==> src/verilog/core_lsu_params.svh <==
`ifndef CORE_LSU_PARAMS_SVH
`define CORE_LSU_PARAMS_SVH

// Command FIFO entries in front of the address generator
`define CMD_FIFO_DEPTH 2

// SRAM size in 32-bit words
`define SRAM_WORDS 256

// Acceptance to read_data_valid
`define SRAM_RD_LAT 2

// Loads in flight tracked by the data generator
`define PEND_LD_DEPTH 4

`endif

==> src/verilog/core_lsu_pkg.sv <==
package core_lsu_pkg;

  // funct3 width codes
  typedef enum logic [2:0] {
    MEM_OP_B  = 3'd0,
    MEM_OP_H  = 3'd1,
    MEM_OP_W  = 3'd2,
    MEM_OP_BU = 3'd4,
    MEM_OP_HU = 3'd5
  } mem_op_e;

  typedef struct packed {
    logic [31:0] addr;
    logic [31:0] data;    // Store data, low aligned
    logic        read;
    logic        write;
    mem_op_e     op;
  } mem_cmd_t;

  typedef struct packed {
    logic [31:0] address;               // Word aligned
    logic        read;
    logic        write;
    logic [3:0]  byte_en;
    logic [31:0] write_data;
    logic        begin_burst_transfer;
    logic        burst_count;           // Single beat only
  } avl_req_t;

  typedef struct packed {
    logic        request_ready;
    logic [31:0] read_data;
    logic        read_data_valid;
  } avl_rsp_t;

  // One bus word, seen whole or by byte lane
  typedef union packed {
    logic [31:0]     word;
    logic [3:0][7:0] bytes;
  } mem_word_u;

endpackage

==> src/verilog/core_ma_lsu.sv <==
`timescale 1ns/1ps

`include "core_lsu_params.svh"

module core_ma_lsu
  import core_lsu_pkg::*;
(
  input  logic        clk,
  input  logic        rst,
  input  mem_cmd_t    cmd,
  output logic        lsu_ready,
  output logic [31:0] mem_read_data,
  output logic        mem_read_data_valid,
  output avl_req_t    avl_req,
  input  avl_rsp_t    avl_rsp
);

  logic     fifo_write;
  logic     fifo_full;
  logic     fifo_empty;
  logic     head_pop;
  logic     head_valid;
  logic     load_issue;
  mem_cmd_t head;

  assign fifo_write = (cmd.read || cmd.write) && !fifo_full;
  assign lsu_ready  = !fifo_full;
  assign head_valid = !fifo_empty || fifo_write;   // Bypass shows the incoming command

  fifo_sync_bypass #(
    .DEPTH (`CMD_FIFO_DEPTH),
    .WIDTH ($bits(mem_cmd_t))
  ) i_cmd_fifo (
    .clk        (clk),
    .rst        (rst),
    .write      (fifo_write),
    .read       (head_pop),
    .write_data (cmd),
    .read_data  (head),
    .full       (fifo_full),
    .empty      (fifo_empty)
  );

  core_ma_lsu_generate_addr i_generate_addr (
    .clk           (clk),
    .rst           (rst),
    .head          (head),
    .head_valid    (head_valid),
    .pop           (head_pop),
    .avl_req       (avl_req),
    .request_ready (avl_rsp.request_ready)
  );

  // Loads are queued as they enter the request register
  assign load_issue = head_pop && head.read;

  core_ma_lsu_generate_data i_generate_data (
    .clk                 (clk),
    .rst                 (rst),
    .load_issue          (load_issue),
    .load_offset         (head.addr[1:0]),
    .load_op             (head.op),
    .avl_rsp             (avl_rsp),
    .mem_read_data       (mem_read_data),
    .mem_read_data_valid (mem_read_data_valid)
  );

endmodule

==> src/verilog/core_ma_lsu_generate_addr.sv <==
`timescale 1ns/1ps

module core_ma_lsu_generate_addr
  import core_lsu_pkg::*;
(
  input  logic     clk,
  input  logic     rst,
  input  mem_cmd_t head,
  input  logic     head_valid,
  output logic     pop,
  output avl_req_t avl_req,
  input  logic     request_ready
);

  logic        req_read;
  logic        req_write;
  logic        req_valid;
  logic        load;
  logic [31:0] req_addr;
  logic [3:0]  req_be;
  logic [31:0] req_wdata;
  logic [3:0]  be_next;
  mem_word_u   wdata_next;

  assign req_valid = req_read | req_write;

  // Refill when idle or when the held request goes out this edge
  assign load = head_valid && (!req_valid || request_ready);
  assign pop  = load;

  always_comb begin
    be_next         = 4'b1111;
    wdata_next.word = head.data;
    case (head.op)
      MEM_OP_B, MEM_OP_BU: begin
        be_next          = 4'b0001 << head.addr[1:0];
        wdata_next.bytes = {4{head.data[7:0]}};   // Byte in every lane
      end
      MEM_OP_H, MEM_OP_HU: begin
        be_next         = 4'b0011 << head.addr[1:0];
        wdata_next.word = {2{head.data[15:0]}};
      end
      default: begin
        be_next         = 4'b1111;
        wdata_next.word = head.data;
      end
    endcase
  end

  always_ff @(posedge clk) begin
    if (rst) begin
      req_read  <= 1'b0;
      req_write <= 1'b0;
    end else if (load) begin
      req_read  <= head.read;
      req_write <= head.write;
    end else if (request_ready) begin
      req_read  <= 1'b0;
      req_write <= 1'b0;
    end
  end

  always_ff @(posedge clk) begin
    if (load) begin
      req_addr  <= {head.addr[31:2], 2'b00};
      req_be    <= be_next;
      req_wdata <= wdata_next.word;
    end
  end

  assign avl_req.address              = req_addr;
  assign avl_req.read                 = req_read;
  assign avl_req.write                = req_write;
  assign avl_req.byte_en              = req_be;
  assign avl_req.write_data           = req_wdata;
  assign avl_req.begin_burst_transfer = req_valid;
  assign avl_req.burst_count          = 1'b1;

endmodule

==> src/verilog/core_ma_lsu_generate_data.sv <==
`timescale 1ns/1ps

`include "core_lsu_params.svh"

module core_ma_lsu_generate_data
  import core_lsu_pkg::*;
(
  input  logic        clk,
  input  logic        rst,
  input  logic        load_issue,
  input  logic [1:0]  load_offset,
  input  mem_op_e     load_op,
  input  avl_rsp_t    avl_rsp,
  output logic [31:0] mem_read_data,
  output logic        mem_read_data_valid
);

  logic [4:0]  pend_head;
  logic [1:0]  pend_offset;
  mem_op_e     pend_op;
  mem_word_u   rsp_word;
  logic [7:0]  sel_byte;
  logic [15:0] sel_half;
  logic [31:0] ext_data;

  // Offset and width of each load still waiting for its data
  fifo_sync_bypass #(
    .DEPTH (`PEND_LD_DEPTH),
    .WIDTH (5)
  ) i_pend_ld_fifo (
    .clk        (clk),
    .rst        (rst),
    .write      (load_issue),
    .read       (avl_rsp.read_data_valid),
    .write_data ({load_offset, load_op}),
    .read_data  (pend_head),
    .full       (),
    .empty      ()
  );

  assign pend_offset = pend_head[4:3];
  assign pend_op     = mem_op_e'(pend_head[2:0]);

  assign rsp_word.word = avl_rsp.read_data;
  assign sel_byte      = rsp_word.bytes[pend_offset];
  assign sel_half      = pend_offset[1] ? rsp_word.word[31:16] : rsp_word.word[15:0];

  always_comb begin
    case (pend_op)
      MEM_OP_B:  ext_data = {{24{sel_byte[7]}}, sel_byte};
      MEM_OP_BU: ext_data = {24'd0, sel_byte};
      MEM_OP_H:  ext_data = {{16{sel_half[15]}}, sel_half};
      MEM_OP_HU: ext_data = {16'd0, sel_half};
      default:   ext_data = rsp_word.word;
    endcase
  end

  always_ff @(posedge clk) begin
    if (rst) begin
      mem_read_data_valid <= 1'b0;
    end else begin
      mem_read_data_valid <= avl_rsp.read_data_valid;
    end
  end

  always_ff @(posedge clk) begin
    if (avl_rsp.read_data_valid) begin
      mem_read_data <= ext_data;
    end
  end

endmodule

==> src/verilog/fifo_sync_bypass.sv <==
`timescale 1ns/1ps

module fifo_sync_bypass #(
  parameter int DEPTH = 2,
  parameter int WIDTH = 32
) (
  input  logic             clk,
  input  logic             rst,
  input  logic             write,
  input  logic             read,
  input  logic [WIDTH-1:0] write_data,
  output logic [WIDTH-1:0] read_data,
  output logic             full,
  output logic             empty
);

  localparam int PTR_W = (DEPTH > 1) ? $clog2(DEPTH) : 1;
  localparam int CNT_W = $clog2(DEPTH + 1);

  logic [WIDTH-1:0] mem [DEPTH];
  logic [PTR_W-1:0] wr_ptr;
  logic [PTR_W-1:0] rd_ptr;
  logic [CNT_W-1:0] count;
  logic             bypass;
  logic             do_write;
  logic             do_read;

  function automatic logic [PTR_W-1:0] ptr_inc(input logic [PTR_W-1:0] ptr);
    if (ptr == PTR_W'(DEPTH - 1)) begin
      return '0;
    end
    return ptr + 1'b1;
  endfunction

  assign empty     = (count == '0);
  assign full      = (count == CNT_W'(DEPTH));
  assign bypass    = empty && write && read;   // Consumed in flight, never stored
  assign do_write  = write && (!full || read) && !bypass;   // Same-cycle read frees a slot
  assign do_read   = read && !empty;
  assign read_data = empty ? write_data : mem[rd_ptr];

  always_ff @(posedge clk) begin
    if (rst) begin
      wr_ptr <= '0;
      rd_ptr <= '0;
      count  <= '0;
    end else begin
      if (do_write) begin
        wr_ptr <= ptr_inc(wr_ptr);
      end
      if (do_read) begin
        rd_ptr <= ptr_inc(rd_ptr);
      end
      if (do_write && !do_read) begin
        count <= count + 1'b1;
      end else if (do_read && !do_write) begin
        count <= count - 1'b1;
      end
    end
  end

  always_ff @(posedge clk) begin
    if (do_write) begin
      mem[wr_ptr] <= write_data;
    end
  end

endmodule
==> config.mk <==
export PLATFORM = sky130hd
export DESIGN_NAME = core_ma_lsu
export DESIGN_NICKNAME = d
export VERILOG_FILES = /design/src/verilog/core_lsu_pkg.sv /design/src/verilog/core_ma_lsu.sv /design/src/verilog/core_ma_lsu_generate_addr.sv /design/src/verilog/core_ma_lsu_generate_data.sv /design/src/verilog/fifo_sync_bypass.sv
export VERILOG_INCLUDE_DIRS = /design/src /design/src/verilog
export SDC_FILE = /design/constraint.sdc
export NUM_CORES = 1
export LEC_CHECK = 0
export ABC_CLOCK_PERIOD_IN_PS = 4580
export BUFFER_PORTS_ARGS = -buffer_cell sky130_fd_sc_hd__buf_2
export CAP_MARGIN = 20
export CORE_ASPECT_RATIO = 1.5
export CORE_MARGIN = 2
export CORE_UTILIZATION = 40
export DETAILED_ROUTE_END_ITERATION = 12
export GPL_TIMING_DRIVEN = 0
export PLACE_DENSITY_LB_ADDON = 0.12
export SLEW_MARGIN = 20
export SYNTH_ARGS = -nofsm -noshare
export SYNTH_HDL_FRONTEND = slang
export SYNTH_SLANG_ARGS = --single-unit
==> constraint.sdc <==
create_clock -name clk -period 4.58 [get_ports clk]
set_input_delay 0.458 -clock clk [delete_from_list [all_inputs] [get_ports clk]]
set_output_delay 0.458 -clock clk [all_outputs]
set_load 0.005 [all_outputs]
==> impl_metrics.env <==
export IMPL_clock_sinks=273
export IMPL_fin_setup_tns_ns=0
export IMPL_drc=0
export IMPL_ys_types=69
export IMPL_timing_max_slew_rel_slack=0.361
export IMPL_finalClockSkew_ns=0.0151
export IMPL_ant_nets=0
export IMPL_cp_end_kind="flip-flop"
export IMPL_placed_area_sq_um=13400
export IMPL_final_core_utilization=0.495
export IMPL_max_cap_viol_count=0
export IMPL_syn_area_per_cell_sq_um=14.6
export IMPL_timing_critical_path_slowest_cell_delay_ns=0.60
export IMPL_count_of_input_and_output_buffers=207
export IMPL_clock_tree_htree_level_count=1
export IMPL_timing_setup_critical_path_class="flip-flop to flip-flop"
export IMPL_detail_route_vias_per_cell=5.05
export IMPL_postCtsResizedCells=0
export IMPL_p_sw_frac=0.359
export IMPL_p_comb_frac=0.414
export IMPL_io_pins=211
export IMPL_p_int_mw=6.64
export IMPL_postSynthRegisterBits=273
export IMPL_transition_at_the_pin_with_the_smallest_max_transition_slack_ns=0.949
export IMPL_synthFlopType="sky130_fd_sc_hd__edfxtp_1"
export IMPL_synthCells=803
export IMPL_power_switching_mw=3.72
export IMPL_yosysSeqAreaShare=0.686
export IMPL_synth_edf_count=256
export IMPL_p_total_mw=10.4
export IMPL_peakVddDrop_v=0.000330
export IMPL_grt_setup_unrepaired="no"
export IMPL_finalWeightedCongestion=0.822
export IMPL_timing_fmax_mhz=332
export IMPL_dp_hpwl_microns=20600
export IMPL_via_count=7367
export IMPL_drtIter0Drc=388
export IMPL_postCtsSetupRepairBufs=0
export IMPL_synth_area_sq_um=11700
export IMPL_antenna_violations_before_repair=2
export IMPL_layout_setup_ws_ns=1.57
export IMPL_ys_async_sr_fraction=0
export IMPL_cp_max_fo=10
export IMPL_drt_pass1_iterations=4
export IMPL_num_rows=76
export IMPL_final_period_minus_worst_setup_slack_ns=3.01
export IMPL_total_congestion_overflow=0
export IMPL_final_max_slew_viol_count=0
export IMPL_number_of_buffers_added_by_the_clock_tree_synthesis_step=27
export IMPL_placement_setup_worst_slack_ns=1.18
export IMPL_startpoint_type="flip-flop"
export IMPL_cts_root_buffer_cell="sky130_fd_sc_hd__clkbuf_16"
export IMPL_worstHoldPathType="input port to flip-flop"
export IMPL_stdcell_area_sq_um=14200
export IMPL_final_nets=1160
export IMPL_critical_path_slowest_cell="sky130_fd_sc_hd__a2111oi_4"
export IMPL_pwr_density_cell_nw_per_um2=729
export IMPL_arrival_worst_endpoint_ns=3.47
export IMPL_routed_wire_length_per_instance_microns=19.6
export IMPL_setup_viol=0
export IMPL_fp_dieArea_sq_um=30700
export IMPL_synthesis_yosys_warnings=0
export IMPL_grt_first_pass_wirelength_microns=42600
export IMPL_period_share=0.657
export IMPL_syn_to_final_growth_pct=21.4
export IMPL_detail_route_wirelength_microns=28600
export IMPL_outcome="finished clean"
export IMPL_post_route_cells_drive_above_1_share=0.338
export IMPL_insertion_delay_ns=0.54
export IMPL_fin_hold_ws_ns=0.115
export IMPL_die_h_microns=213
export IMPL_hold_path_startpoint="cmd[62]"
export IMPL_final_cell_count_no_fill=1459
export IMPL_maximum_number_of_pins_on_one_net_before_global_route_repair=48
export IMPL_timing_final_hold_violations=0
export IMPL_via_count_of_the_first_global_routing_pass=7444
export IMPL_sequential_group_share_of_total_power=0.391
export IMPL_sequence_of_cells_on_the_critical_path="buf_2 > buf_4 > mux2i_1 > a2111oi_4 > ha_1 > inv_1 > fa_1 > xor2_1 > or3_1 > a21oi_1"
export IMPL_holdBufCountCts=0
export IMPL_place_detailed_instances=1408
export IMPL_power_static_leakage_nw=5.35
export IMPL_clock_tree_buffer_depth=3
export IMPL_design_core_area_sq_um=28700
export IMPL_worstPathRequired_ns=5.04
export IMPL_clock_power_share=0.196
export IMPL_starting_density=0.407
export IMPL_clk_transition_reported_paths_ns=0.06
export IMPL_globalRouteTotalUtil=0.184
export IMPL_floorplan_die_width_microns=144
export IMPL_cts_tree="yes"
-- cells in the final DEF, fill, tap and decap left out, drive strengths merged, types with 3 or more instances in the layout --
cell type,netlist,layout
mux2,14,14
a211oi,8,8
mux2i,71,71
o31ai,4,4
conb,2,3
a21boi,7,7
xor2,5,5
mux4,5,5
a31o,9,9
edfxtp,256,256
o2111ai,3,3
nand2,82,82
or3,6,6
nand2b,4,4
and2,6,6
o21ai,79,79
ha,7,7
o211ai,12,12
buf,39,253
a21oi,39,39
nor2,46,46
inv,14,14
and3,7,7
o221ai,7,7
clkinv,0,17
nand4,8,8
nor3,6,6
dfxtp,17,17
a31oi,3,3
clkbuf,14,44
-- routing by layer --
layer | global-route usage | wire length, microns
met5 | 0 | 11
met4 | 0.0642 | 854
met3 | 0.0420 | 1810
met2 | 0.345 | 15300
met1 | 0.203 | 10700
-- kinds of logic (layout without fill, tap and decap cells) --
group | after synthesis | count (layout) | share of synthesized area
AOI/OAI and AO/OA | 182 | 182 | 0.111
xor gates and xnor gates | 7 | 7 | 0.00524
adders and majority gates | 8 | 8 | 0.00920
buffers and inverters | 67 | 330 | 0.0313
DFF | 273 | 273 | 0.686
muxes | 90 | 90 | 0.0856
other | 2 | 5 | 0.000642
and+or+nand+nor | 174 | 174 | 0.0711
-- state kept, by name, summed over array words and instances, names as in the netlist, 2 cells and up, named ones only --
signal,flops
i_generate_data.i_pend_ld_fifo.rd_ptr,2
i_cmd_fifo.count,2
i_generate_addr.req_addr,30
i_generate_data.i_pend_ld_fifo.mem,20
i_generate_data.i_pend_ld_fifo.wr_ptr,2
i_generate_addr.req_be,4
i_generate_data.mem_read_data,32
i_cmd_fifo.mem,138
i_generate_addr.req_wdata,32
i_generate_data.i_pend_ld_fifo.count,3
-- power groups by stage --
stage	Clock [mW]	Sequential, mW	Combinational (mW)
finish	2.03	4.05	4.28
global route	2.18	4.12	4.70
CTS	2.09	4.06	4.36
detailed placement	0	4.10	4.35
global placement	0	4.17	4.19
floorplan	0	4.18	2.66
-- final cells by class --
type / count / area, sq um
Fill cell: 2584 / 14500
Sequential cell: 273 / 8030
Multi-Input combinational cell: 464 / 3320
Timing Repair Buffer: 214 / 1200
Clock buffer: 30 / 687
Tap cell: 390 / 488
Buffer: 53 / 314
Clock inverter: 19 / 108
Inverter: 14 / 52.6
Antenna cell: 2 / 5.00
-- worst max-delay path, delay by kind of cell (launching register included) --
family                   cells  cell delay (ns)
XOR/XNOR                     1             0.18
flip-flops                   1             0.30
AND/OR/NAND/NOR              1             0.30
adder cells (fa/ha/maj)      2             0.71
buffers and inverters        3             0.55
AO/OA/AOI/OAI                2             0.74
multiplexers                 1             0.17
-- path summary, 6_finish.rpt --
path	slack, ns	depth (start not counted)	to
max reg2reg	1.57	10	i_generate_data.i_pend_ld_fifo.count[2]$_SDFFE_PP0P_
min	0.11	1	i_cmd_fifo.mem[0][62]$_DFFE_PP_
max	1.57	10	i_generate_data.i_pend_ld_fifo.count[2]$_SDFFE_PP0P_
min reg2reg	0.50	2	flip-flop
-- cells in the mapped netlist, types with 2 or more instances --
library cell / count / area, sq um
sky130_fd_sc_hd__o211ai_2: 3 / 37.5
sky130_fd_sc_hd__nor2b_1: 2 / 12.5
sky130_fd_sc_hd__buf_6: 4 / 45.0
sky130_fd_sc_hd__buf_2: 20 / 100
sky130_fd_sc_hd__a21oi_1: 38 / 190
sky130_fd_sc_hd__buf_4: 13 / 97.6
sky130_fd_sc_hd__dfxtp_1: 17 / 340
sky130_fd_sc_hd__and2_1: 5 / 31.3
sky130_fd_sc_hd__mux2_4: 2 / 30.0
sky130_fd_sc_hd__nand2_1: 81 / 304
sky130_fd_sc_hd__ha_1: 7 / 87.6
sky130_fd_sc_hd__o221ai_2: 7 / 105
sky130_fd_sc_hd__xnor2_1: 2 / 17.5
sky130_fd_sc_hd__a31oi_4: 2 / 42.5
sky130_fd_sc_hd__inv_1: 13 / 48.8
sky130_fd_sc_hd__or3_1: 5 / 31.3
sky130_fd_sc_hd__mux2i_1: 70 / 701
sky130_fd_sc_hd__mux4_2: 5 / 113
sky130_fd_sc_hd__o2111ai_1: 3 / 26.3
sky130_fd_sc_hd__mux2_2: 12 / 135
sky130_fd_sc_hd__a31o_2: 9 / 78.8
sky130_fd_sc_hd__o21ai_1: 16 / 80.1
sky130_fd_sc_hd__a211oi_1: 8 / 60.1
sky130_fd_sc_hd__nand2b_1: 3 / 18.8
sky130_fd_sc_hd__o31ai_1: 4 / 30.0
sky130_fd_sc_hd__xor2_1: 5 / 43.8
sky130_fd_sc_hd__and3_1: 7 / 43.8
sky130_fd_sc_hd__nor3_1: 5 / 25.0
sky130_fd_sc_hd__clkbuf_1: 14 / 52.6
sky130_fd_sc_hd__edfxtp_1: 256 / 7690
sky130_fd_sc_hd__a21boi_0: 7 / 52.6
sky130_fd_sc_hd__o21ai_0: 52 / 260
sky130_fd_sc_hd__nand4_1: 7 / 43.8
sky130_fd_sc_hd__nor2_1: 45 / 169
sky130_fd_sc_hd__o21ai_2: 11 / 96.3
sky130_fd_sc_hd__a21o_1: 2 / 15.0
sky130_fd_sc_hd__o211ai_1: 8 / 60.1
sky130_fd_sc_hd__conb_1: 2 / 7.51
Note: power is estimated with default switching activity, not from simulation.
